$ cat config.mk
export PLATFORM = sky130hd
export DESIGN_NAME = vga_scrolling_bar
export DESIGN_NICKNAME = d
export VERILOG_FILES = /design/src/vga_timing_pkg.sv /design/src/vga_pixel_pkg.sv /design/src/vga_scrolling_bar.sv /design/src/bar_renderer.sv /design/src/bar_scroller.sv /design/src/bar_config_regs.sv /design/src/vga_raster_timer.sv
export VERILOG_INCLUDE_DIRS = /design/src /design/src/src
export SDC_FILE = /design/constraint.sdc
export NUM_CORES = 1
export LEC_CHECK = 0
export ABC_CLOCK_PERIOD_IN_PS = 7700
export BUFFER_PORTS_ARGS = -buffer_cell sky130_fd_sc_hd__buf_4
export CORE_AREA = 2 2 120 122
export CTS_BUF_LIST = sky130_fd_sc_hd__clkbuf_4
export DETAILED_ROUTE_END_ITERATION = 8
export DIE_AREA = 0 0 122 124
export PLACE_DENSITY = 0.86
export SETUP_SLACK_MARGIN = 0.05
export SYNTH_ARGS = -nofsm -noshare
export SYNTH_HDL_FRONTEND = slang
export SYNTH_SLANG_ARGS = --single-unit
$ cat constraint.sdc
create_clock -name clk -period 7.7 [get_ports clk]
set_clock_uncertainty 0.1 [all_clocks]
set_input_delay 1.54 -clock clk [delete_from_list [all_inputs] [get_ports clk]]
set_output_delay 1.54 -clock clk [all_outputs]
set_load 0.05 [all_outputs]
$ cat src/vga_settings.svh
`ifndef VGA_SETTINGS_SVH
`define VGA_SETTINGS_SVH

// Horizontal raster for 640x480@60, in pixel clocks
`define VGA_H_ACTIVE 640   // Visible pixels
`define VGA_H_FRONT  16    // Blanking before sync
`define VGA_H_SYNC   96    // Sync pulse width
`define VGA_H_BACK   48    // Blanking after sync
`define VGA_H_TOTAL  800   // Full line

// Vertical raster, in lines
`define VGA_V_ACTIVE 480   // Visible lines
`define VGA_V_FRONT  10
`define VGA_V_SYNC   2
`define VGA_V_BACK   33
`define VGA_V_TOTAL  525   // Full frame

// Sync pulse edges derived from the porches
`define VGA_H_SYNC_START (`VGA_H_ACTIVE + `VGA_H_FRONT)
`define VGA_H_SYNC_END   (`VGA_H_ACTIVE + `VGA_H_FRONT + `VGA_H_SYNC)
`define VGA_V_SYNC_START (`VGA_V_ACTIVE + `VGA_V_FRONT)
`define VGA_V_SYNC_END   (`VGA_V_ACTIVE + `VGA_V_FRONT + `VGA_V_SYNC)

// Power-up bar configuration
`define BAR_DEFAULT_WIDTH   100       // Pixels
`define BAR_DEFAULT_DIVIDER 500000    // Clocks per scroll step
`define BAR_DEFAULT_COLOR   24'h964B00 // Brown
`define BG_DEFAULT_COLOR    24'h0000FF // Blue

`endif
$ cat src/vga_timing_pkg.sv
package vga_timing_pkg;

    // Pixel column within the full line, 0 to 799
    typedef logic [9:0] h_pos_t;

    // Line number within the full frame, 0 to 524
    typedef logic [9:0] v_pos_t;

    // Sync and blanking flags that travel with each pixel
    typedef struct packed {
        logic h_sync;    // Active low
        logic v_sync;    // Active low
        logic video_on;  // High inside the 640x480 window
    } sync_bundle_t;

endpackage

$ cat src/vga_pixel_pkg.sv
package vga_pixel_pkg;

    // One color channel
    typedef logic [7:0] color_t;

    // Full pixel, red in the top byte
    typedef struct packed {
        color_t red;
        color_t green;
        color_t blue;
    } rgb_t;

    // Clocks per scroll step
    typedef logic [19:0] divider_t;

    // Raw value carried by a configuration write
    typedef logic [23:0] cfg_value_t;

    // Register selected by a configuration write
    typedef enum logic [1:0] {
        CFG_BAR_WIDTH,
        CFG_DIVIDER,
        CFG_BAR_COLOR,
        CFG_BG_COLOR
    } cfg_field_e;

    // Host write: narrow fields take the low bits of value
    typedef struct packed {
        cfg_field_e field;
        cfg_value_t value;
    } cfg_cmd_t;

    // Live bar configuration
    typedef struct packed {
        vga_timing_pkg::h_pos_t width;  // Bar width in pixels
        divider_t               divider;
        rgb_t                   bar_color;
        rgb_t                   bg_color;
    } bar_cfg_t;

endpackage

$ cat src/vga_scrolling_bar.sv
`timescale 1ns/1ps

module vga_scrolling_bar (
    input  logic                    clk,
    input  logic                    reset_n,
    input  logic                    cfg_req,
    input  vga_pixel_pkg::cfg_cmd_t cfg_cmd,
    output logic                    cfg_ack,
    output logic                    h_sync,    // Active low
    output logic                    v_sync,    // Active low
    output logic                    video_on,
    output vga_pixel_pkg::rgb_t     rgb
);

    vga_timing_pkg::h_pos_t       h_pos;
    vga_timing_pkg::sync_bundle_t raster_sync;  // Undelayed, from the counters
    vga_timing_pkg::sync_bundle_t pixel_sync;   // Aligned with rgb
    logic                         frame_start;
    vga_pixel_pkg::bar_cfg_t      cfg;
    logic                         divider_written;
    vga_timing_pkg::h_pos_t       offset;

    // The line number is not needed, the bar spans every line
    vga_raster_timer i_raster_timer (
        .clk        (clk),
        .reset_n    (reset_n),
        .h_pos      (h_pos),
        .v_pos      (),
        .sync       (raster_sync),
        .frame_start(frame_start)
    );

    bar_config_regs i_bar_config_regs (
        .clk            (clk),
        .reset_n        (reset_n),
        .cfg_req        (cfg_req),
        .cfg_cmd        (cfg_cmd),
        .cfg_ack        (cfg_ack),
        .cfg            (cfg),
        .divider_written(divider_written)
    );

    bar_scroller i_bar_scroller (
        .clk            (clk),
        .reset_n        (reset_n),
        .divider        (cfg.divider),
        .divider_written(divider_written),
        .frame_start    (frame_start),
        .offset         (offset)
    );

    bar_renderer i_bar_renderer (
        .clk     (clk),
        .reset_n (reset_n),
        .h_pos   (h_pos),
        .sync_in (raster_sync),
        .offset  (offset),
        .cfg     (cfg),
        .sync_out(pixel_sync),
        .rgb     (rgb)
    );

    assign h_sync   = pixel_sync.h_sync;
    assign v_sync   = pixel_sync.v_sync;
    assign video_on = pixel_sync.video_on;

endmodule

$ cat src/bar_renderer.sv
`timescale 1ns/1ps

`include "vga_settings.svh"

module bar_renderer (
    input  logic                         clk,
    input  logic                         reset_n,
    input  vga_timing_pkg::h_pos_t       h_pos,
    input  vga_timing_pkg::sync_bundle_t sync_in,   // Same cycle as h_pos
    input  vga_timing_pkg::h_pos_t       offset,    // Committed scroll offset
    input  vga_pixel_pkg::bar_cfg_t      cfg,
    output vga_timing_pkg::sync_bundle_t sync_out,  // Delayed to match rgb
    output vga_pixel_pkg::rgb_t          rgb
);

    logic [10:0]                  pos_sum;   // Up to 799 + 639
    logic [10:0]                  pos_wrap;
    vga_timing_pkg::h_pos_t       wrapped;   // Screen column shifted by the offset
    logic                         in_bar;
    vga_pixel_pkg::rgb_t          pix;
    vga_timing_pkg::sync_bundle_t sync_q;
    vga_pixel_pkg::rgb_t          rgb_q;

    // One subtraction is enough inside the active area
    assign pos_sum  = {1'b0, h_pos} + {1'b0, offset};
    assign pos_wrap = (pos_sum >= 11'(`VGA_H_ACTIVE)) ? pos_sum - 11'(`VGA_H_ACTIVE) : pos_sum;
    assign wrapped  = pos_wrap[9:0];
    assign in_bar   = (wrapped < cfg.width);

    // Color mux
    always_comb begin
        if (!sync_in.video_on)
            pix = '0;                // Black in blanking
        else if (in_bar)
            pix = cfg.bar_color;
        else
            pix = cfg.bg_color;     // Background
    end

    // Output stage, sync and color leave together
    always_ff @(posedge clk or negedge reset_n) begin
        if (!reset_n) begin
            sync_q.h_sync   <= 1'b1;  // Inactive
            sync_q.v_sync   <= 1'b1;
            sync_q.video_on <= 1'b0;
            rgb_q           <= '0;
        end else begin
            sync_q <= sync_in;
            rgb_q  <= pix;
        end
    end

    assign sync_out = sync_q;
    assign rgb      = rgb_q;

endmodule

$ cat src/bar_scroller.sv
`timescale 1ns/1ps

`include "vga_settings.svh"

module bar_scroller (
    input  logic                    clk,
    input  logic                    reset_n,
    input  vga_pixel_pkg::divider_t divider,          // Clocks per step
    input  logic                    divider_written,  // Restart the step timing
    input  logic                    frame_start,
    output vga_timing_pkg::h_pos_t  offset            // Bar shift, 0 to 639
);

    vga_pixel_pkg::divider_t speed_cnt;
    vga_pixel_pkg::divider_t div_last;  // Terminal count
    logic                    tick;      // Divider period complete
    logic                    pending;   // Step waiting for the next frame
    logic                    step;      // Apply one step at this frame start
    vga_timing_pkg::h_pos_t  offset_q;
    vga_timing_pkg::h_pos_t  offset_inc;

    // A divider of 0 behaves like 1
    assign div_last = (divider == '0) ? '0 : divider - 1'b1;
    assign tick     = (speed_cnt >= div_last);

    // A step landing on the frame start cycle still counts, a divider write drops it
    assign step = !divider_written && (pending || tick);

    // Wrap at the visible width
    assign offset_inc = (offset_q == vga_timing_pkg::h_pos_t'(`VGA_H_ACTIVE - 1)) ?
                        '0 : offset_q + 1'b1;

    always_ff @(posedge clk or negedge reset_n) begin
        if (!reset_n) begin
            speed_cnt <= '0;
            pending   <= 1'b0;
            offset_q  <= '0;
        end else begin
            // Speed divider
            if (divider_written || tick)
                speed_cnt <= '0;
            else
                speed_cnt <= speed_cnt + 1'b1;

            if (frame_start) begin
                if (step) offset_q <= offset_inc;  // Commit once per frame
                pending <= 1'b0;
            end else if (divider_written) begin
                pending <= 1'b0;
            end else if (tick) begin
                pending <= 1'b1;  // Extra ticks before the frame are merged
            end
        end
    end

    assign offset = offset_q;

endmodule

$ cat src/bar_config_regs.sv
`timescale 1ns/1ps

`include "vga_settings.svh"

module bar_config_regs (
    input  logic                    clk,
    input  logic                    reset_n,
    input  logic                    cfg_req,         // Four-phase request from host
    input  vga_pixel_pkg::cfg_cmd_t cfg_cmd,         // Stable while req is high
    output logic                    cfg_ack,
    output vga_pixel_pkg::bar_cfg_t cfg,             // Live configuration
    output logic                    divider_written  // Pulse on the divider write edge
);

    typedef enum logic {
        IDLE,   // Waiting for req
        ACKED   // Write done, waiting for req to drop
    } state_e;

    state_e                  state;
    logic                    wr_en;  // Accept the command on this edge
    vga_pixel_pkg::bar_cfg_t regs;

    // A new request is only taken while ack is low
    assign wr_en = (state == IDLE) && cfg_req;

    // Handshake FSM, ack is the state itself
    always_ff @(posedge clk or negedge reset_n) begin
        if (!reset_n) begin
            state <= IDLE;
        end else begin
            case (state)
                IDLE:    if (cfg_req)  state <= ACKED;
                ACKED:   if (!cfg_req) state <= IDLE;  // Host released req
                default: state <= IDLE;
            endcase
        end
    end

    // Field write, narrow fields take the low bits
    always_ff @(posedge clk or negedge reset_n) begin
        if (!reset_n) begin
            regs.width     <= vga_timing_pkg::h_pos_t'(`BAR_DEFAULT_WIDTH);
            regs.divider   <= vga_pixel_pkg::divider_t'(`BAR_DEFAULT_DIVIDER);
            regs.bar_color <= vga_pixel_pkg::rgb_t'(`BAR_DEFAULT_COLOR);
            regs.bg_color  <= vga_pixel_pkg::rgb_t'(`BG_DEFAULT_COLOR);
        end else if (wr_en) begin
            case (cfg_cmd.field)
                vga_pixel_pkg::CFG_BAR_WIDTH:
                    regs.width <= cfg_cmd.value[9:0];
                vga_pixel_pkg::CFG_DIVIDER:
                    regs.divider <= cfg_cmd.value[19:0];
                vga_pixel_pkg::CFG_BAR_COLOR:
                    regs.bar_color <= vga_pixel_pkg::rgb_t'(cfg_cmd.value);
                vga_pixel_pkg::CFG_BG_COLOR:
                    regs.bg_color <= vga_pixel_pkg::rgb_t'(cfg_cmd.value);
                default: ;
            endcase
        end
    end

    assign cfg_ack = (state == ACKED);
    assign cfg     = regs;

    // Scroller restarts its step timing on the same edge as the write
    assign divider_written = wr_en && (cfg_cmd.field == vga_pixel_pkg::CFG_DIVIDER);

endmodule

$ cat src/vga_raster_timer.sv
`timescale 1ns/1ps

`include "vga_settings.svh"

module vga_raster_timer (
    input  logic                         clk,
    input  logic                         reset_n,
    output vga_timing_pkg::h_pos_t       h_pos,       // Current column
    output vga_timing_pkg::v_pos_t       v_pos,       // Current line
    output vga_timing_pkg::sync_bundle_t sync,        // Decoded from the counters
    output logic                         frame_start  // First pixel of the frame
);

    vga_timing_pkg::h_pos_t h_cnt;
    vga_timing_pkg::v_pos_t v_cnt;
    logic                   h_last;  // Last pixel of the line
    logic                   v_last;  // Last line of the frame

    assign h_last = (h_cnt == vga_timing_pkg::h_pos_t'(`VGA_H_TOTAL - 1));
    assign v_last = (v_cnt == vga_timing_pkg::v_pos_t'(`VGA_V_TOTAL - 1));

    // Free-running raster, v steps on every line wrap
    always_ff @(posedge clk or negedge reset_n) begin
        if (!reset_n) begin
            h_cnt <= '0;
            v_cnt <= '0;
        end else begin
            if (h_last) begin
                h_cnt <= '0;
                if (v_last)
                    v_cnt <= '0;  // End of frame
                else
                    v_cnt <= v_cnt + 1'b1;
            end else begin
                h_cnt <= h_cnt + 1'b1;
            end
        end
    end

    // Sync pulses are low between the front and back porch
    always_comb begin
        sync.h_sync   = ~((h_cnt >= vga_timing_pkg::h_pos_t'(`VGA_H_SYNC_START)) &&
                          (h_cnt <  vga_timing_pkg::h_pos_t'(`VGA_H_SYNC_END)));
        sync.v_sync   = ~((v_cnt >= vga_timing_pkg::v_pos_t'(`VGA_V_SYNC_START)) &&
                          (v_cnt <  vga_timing_pkg::v_pos_t'(`VGA_V_SYNC_END)));
        sync.video_on = (h_cnt < vga_timing_pkg::h_pos_t'(`VGA_H_ACTIVE)) &&
                        (v_cnt < vga_timing_pkg::v_pos_t'(`VGA_V_ACTIVE));
    end

    assign frame_start = (h_cnt == '0) && (v_cnt == '0);  // One cycle per frame
    assign h_pos       = h_cnt;
    assign v_pos       = v_cnt;

endmodule

==> flow_summary.toml <==
[timing]
final.min_clock_period_ns = 4.89
period_share_pct = 63.5
slew_headroom_pct = 39.6
hold_viol = 0
slew_violations = 0
max_slew.worst_pin.slew_ns = 0.907
setup-tns-final_ns = 0
fmax_mhz = 205
rsz0062_at_grt = "false"
setup_violations = 0

[setup_path]
cp.required_ns = 8.04
cp_data_arrival_time_ns = 5.23
cp_slowest_stage_delay_ns = 0.45
crit_chain = "ha_1, fa_1, a21o_1, a221oi_2, o21ai_0, a21oi_1, xor2_1, ha_1, nor2_1, nand2_1, a32oi_1, mux2_2, ha_1, a2111o_1, a211oi_1, nor3_2, buf_4, nand3_1, o21ai_0"
end_kind = "register"
crit_path_top_delay_cell = "dfrtp_1"
startpoint_type = "register"
path_max_fanout = 48
cp_common_cell = "ha_1"
critical_path_class = "reg -> reg"

[clocking]
ctsHoldBuffers = 0
cts_tree = "yes"
clk_latency_ns = 0.58
cts_resized = 0
cts_sinks = 157
h-tree-depth = 4
cts_buffer_depth = 2
clk_pin_slew_ns = 0.13
post_cts_buffers = 0
cts_made_buffers = 17
cts-root-buf = "clkbuf_4"

[drt]
firstDrtPassIters = 5
initialDrtViolationCount = 476
routed_wl_um = 16600
vias = 6084
vias_per_cell = 5.72
drc = 0
routedWlPerCell_um = 15.6
drtAntennaViolNets = 0

[global_route]
antenna_found_initial = 0
track_usage_pct = 23.5
grt_max_degree = 84
grt_overflow = 0
grt_pass1_wl_um = 27900
grt_pass1_vias = 5886

[layout]
final_common_cell = "nand2_1"
fillCellCount = 1047
final_cell_mix = "nand2_1, dfrtp_1, buf_4"
final_util_pct = 65.9
finalNonFillerCells = 1063
final_nets = 947
drive_gt1_share_pct = 21.9
antenna_cells = 0
area_delta_synth_final_pct = 11.1

[synth]
syn-num-nets = 891
synthCells = 814
synth-seq-area-share_pct = 48.7
avgSynthCellArea_sq_um = 9.99
synth_area_leader_cell = "dfrtp_1"
synth_top_area_share_pct = 39.7
yosysUniqueCellTypes = 58
synth_area_sq_mm = 0.00813
ys_ff_latch = 157
synth_area_leaders = "dfrtp_1, dfstp_2, mux2_2"
async_flop_share_pct = 100
synth_edf_count = 0
ys_warn_count = 0
synth_flop_cell = "dfrtp_1"

[power]
finalPower_uw = 2150
cellLeakagePower_uw = 0.00418
power.density_mw_per_mm2 = 238
vdd_drop_max_mv = 0.151

[floorplanning]
die_w_um = 122
ioPinCount = 57
die_y_um = 124
start_util_pct = 59.3
dieArea_sq_mm = 0.0151
core.rowCount = 43
core_sq_mm = 0.0137

[place]
numPlacedInstances = 1031
gp_congestion = 0.903
portBuffers = 56
dp_hpwl_um = 11700

[status]
outcome = "completed"

[hold_path]
min_path_type = "reg -> reg"

[run]
cap_violations = 0
==> critical path, delay by kind of cell, from the launching register on <==
kind / cells / cell delay, ns
AOI/OAI and AO/OA: 8 / 1.80
adders and majority gates: 4 / 1.18
buffers and inverters: 1 / 0.27
DFF: 1 / 0.45
xor gates and xnor gates: 1 / 0.12
muxes: 1 / 0.37
and+or+nand+nor: 4 / 0.45
==> layout make-up <==
type                    instances  area [sq um]  area share [%]
clock inverters                14           145            1.61
repair buffers                 65           492            5.44
multi-input cells             604          3980            44.1
well taps                     180           225            2.49
clock buffers                  18           135            1.50
flip-flops and latches        157          3960            43.9
inverters                      25          93.8            1.04
==> cells in the mapped netlist (5+ instances only) <==
library cell    n
a21o_1          8
nand3_1        46
inv_1          25
xnor2_1        20
nor2_1         57
nand4_1         9
mux2_2         54
dfrtp_1       129
nand2b_1        7
o31ai_1         6
xor2_1         32
clkbuf_1       24
nand2_1       145
and4_1          5
nor3_1         21
a21oi_1        13
and3_1          9
dfstp_2        28
o21ai_0        62
a211oi_1        5
ha_1           47
a31oi_1         5
==> stage by stage <==
step           cell area [sq um]  worst slack [ns]  hold WS, ns
5_1_grt                     9030              2.44        0.408
3_3_place_gp                8750              3.04        0.366
2_1_floorplan               8130              3.13        0.353
3_5_place_dp                8750              2.88        0.368
4_1_cts                     9030              2.86        0.388
6_report                    9030              2.81        0.391
==> logic make-up after synthesis <==
kind of cell | synth area share [%]
and+or+nand+nor | 19.4
DFF | 48.7
AOI/OAI and AO/OA | 8.55
muxes | 7.72
buffers and inverters | 2.48
xor gates and xnor gates | 5.60
adders and majority gates | 7.48
==> registers in the layout, indices dropped and copies added (netlist names) <==
name and count:
i_bar_scroller.offset 10, i_bar_config_regs.cfg 78, i_bar_scroller.pending 1, i_bar_renderer.rgb 24, i_bar_renderer.sync_out 3, i_raster_timer.v_pos 10, i_raster_timer.h_pos 10, i_bar_config_regs.cfg_ack 1
i_bar_scroller.speed_cnt 20
==> final timing paths <==
| check | from | slack, ns | to | depth (start not counted) |
|---|---|---|---|---|
| worst max register to register | i_raster_timer.h_pos[0]$_DFF_PN0_ | 2.81 | i_bar_renderer.rgb[11]$_DFF_PN0_ | 19 |
| min in group asynchronous | reset_n | 0.89 | i_bar_config_regs.cfg[21]$_DFFE_PN0P_ | 1 |
| worst min register to register | i_bar_config_regs.cfg[64]$_DFFE_PN1P_ | 0.39 | i_bar_config_regs.cfg[64]$_DFFE_PN1P_ | 2 |
| max in group asynchronous | reset_n | 5.16 | i_bar_config_regs.cfg[58]$_DFFE_PN0P_ | 2 |
| worst min-delay path | i_bar_config_regs.cfg[64]$_DFFE_PN1P_ | 0.39 | i_bar_config_regs.cfg[64]$_DFFE_PN1P_ | 2 |
| worst max-delay path | i_raster_timer.h_pos[0]$_DFF_PN0_ | 2.81 | i_bar_renderer.rgb[11]$_DFF_PN0_ | 19 |
==> per-layer routing <==
metal	up-vias	wire (um)	track usage, %
met5	-	0	0
li1	2953	-	-
met1	2980	7340	31.0
met4	0	219	7.11
met2	124	8360	38.8
met3	27	673	5.82
==> power breakdown <==
part	internal (uW)	switching, uW	total [uW]
Clock	195	298	492
Sequential	990	99.6	1090
Combinational	223	347	571
Total	1410	745	2150
No activity file was read; power rests on OpenSTA's default activity.
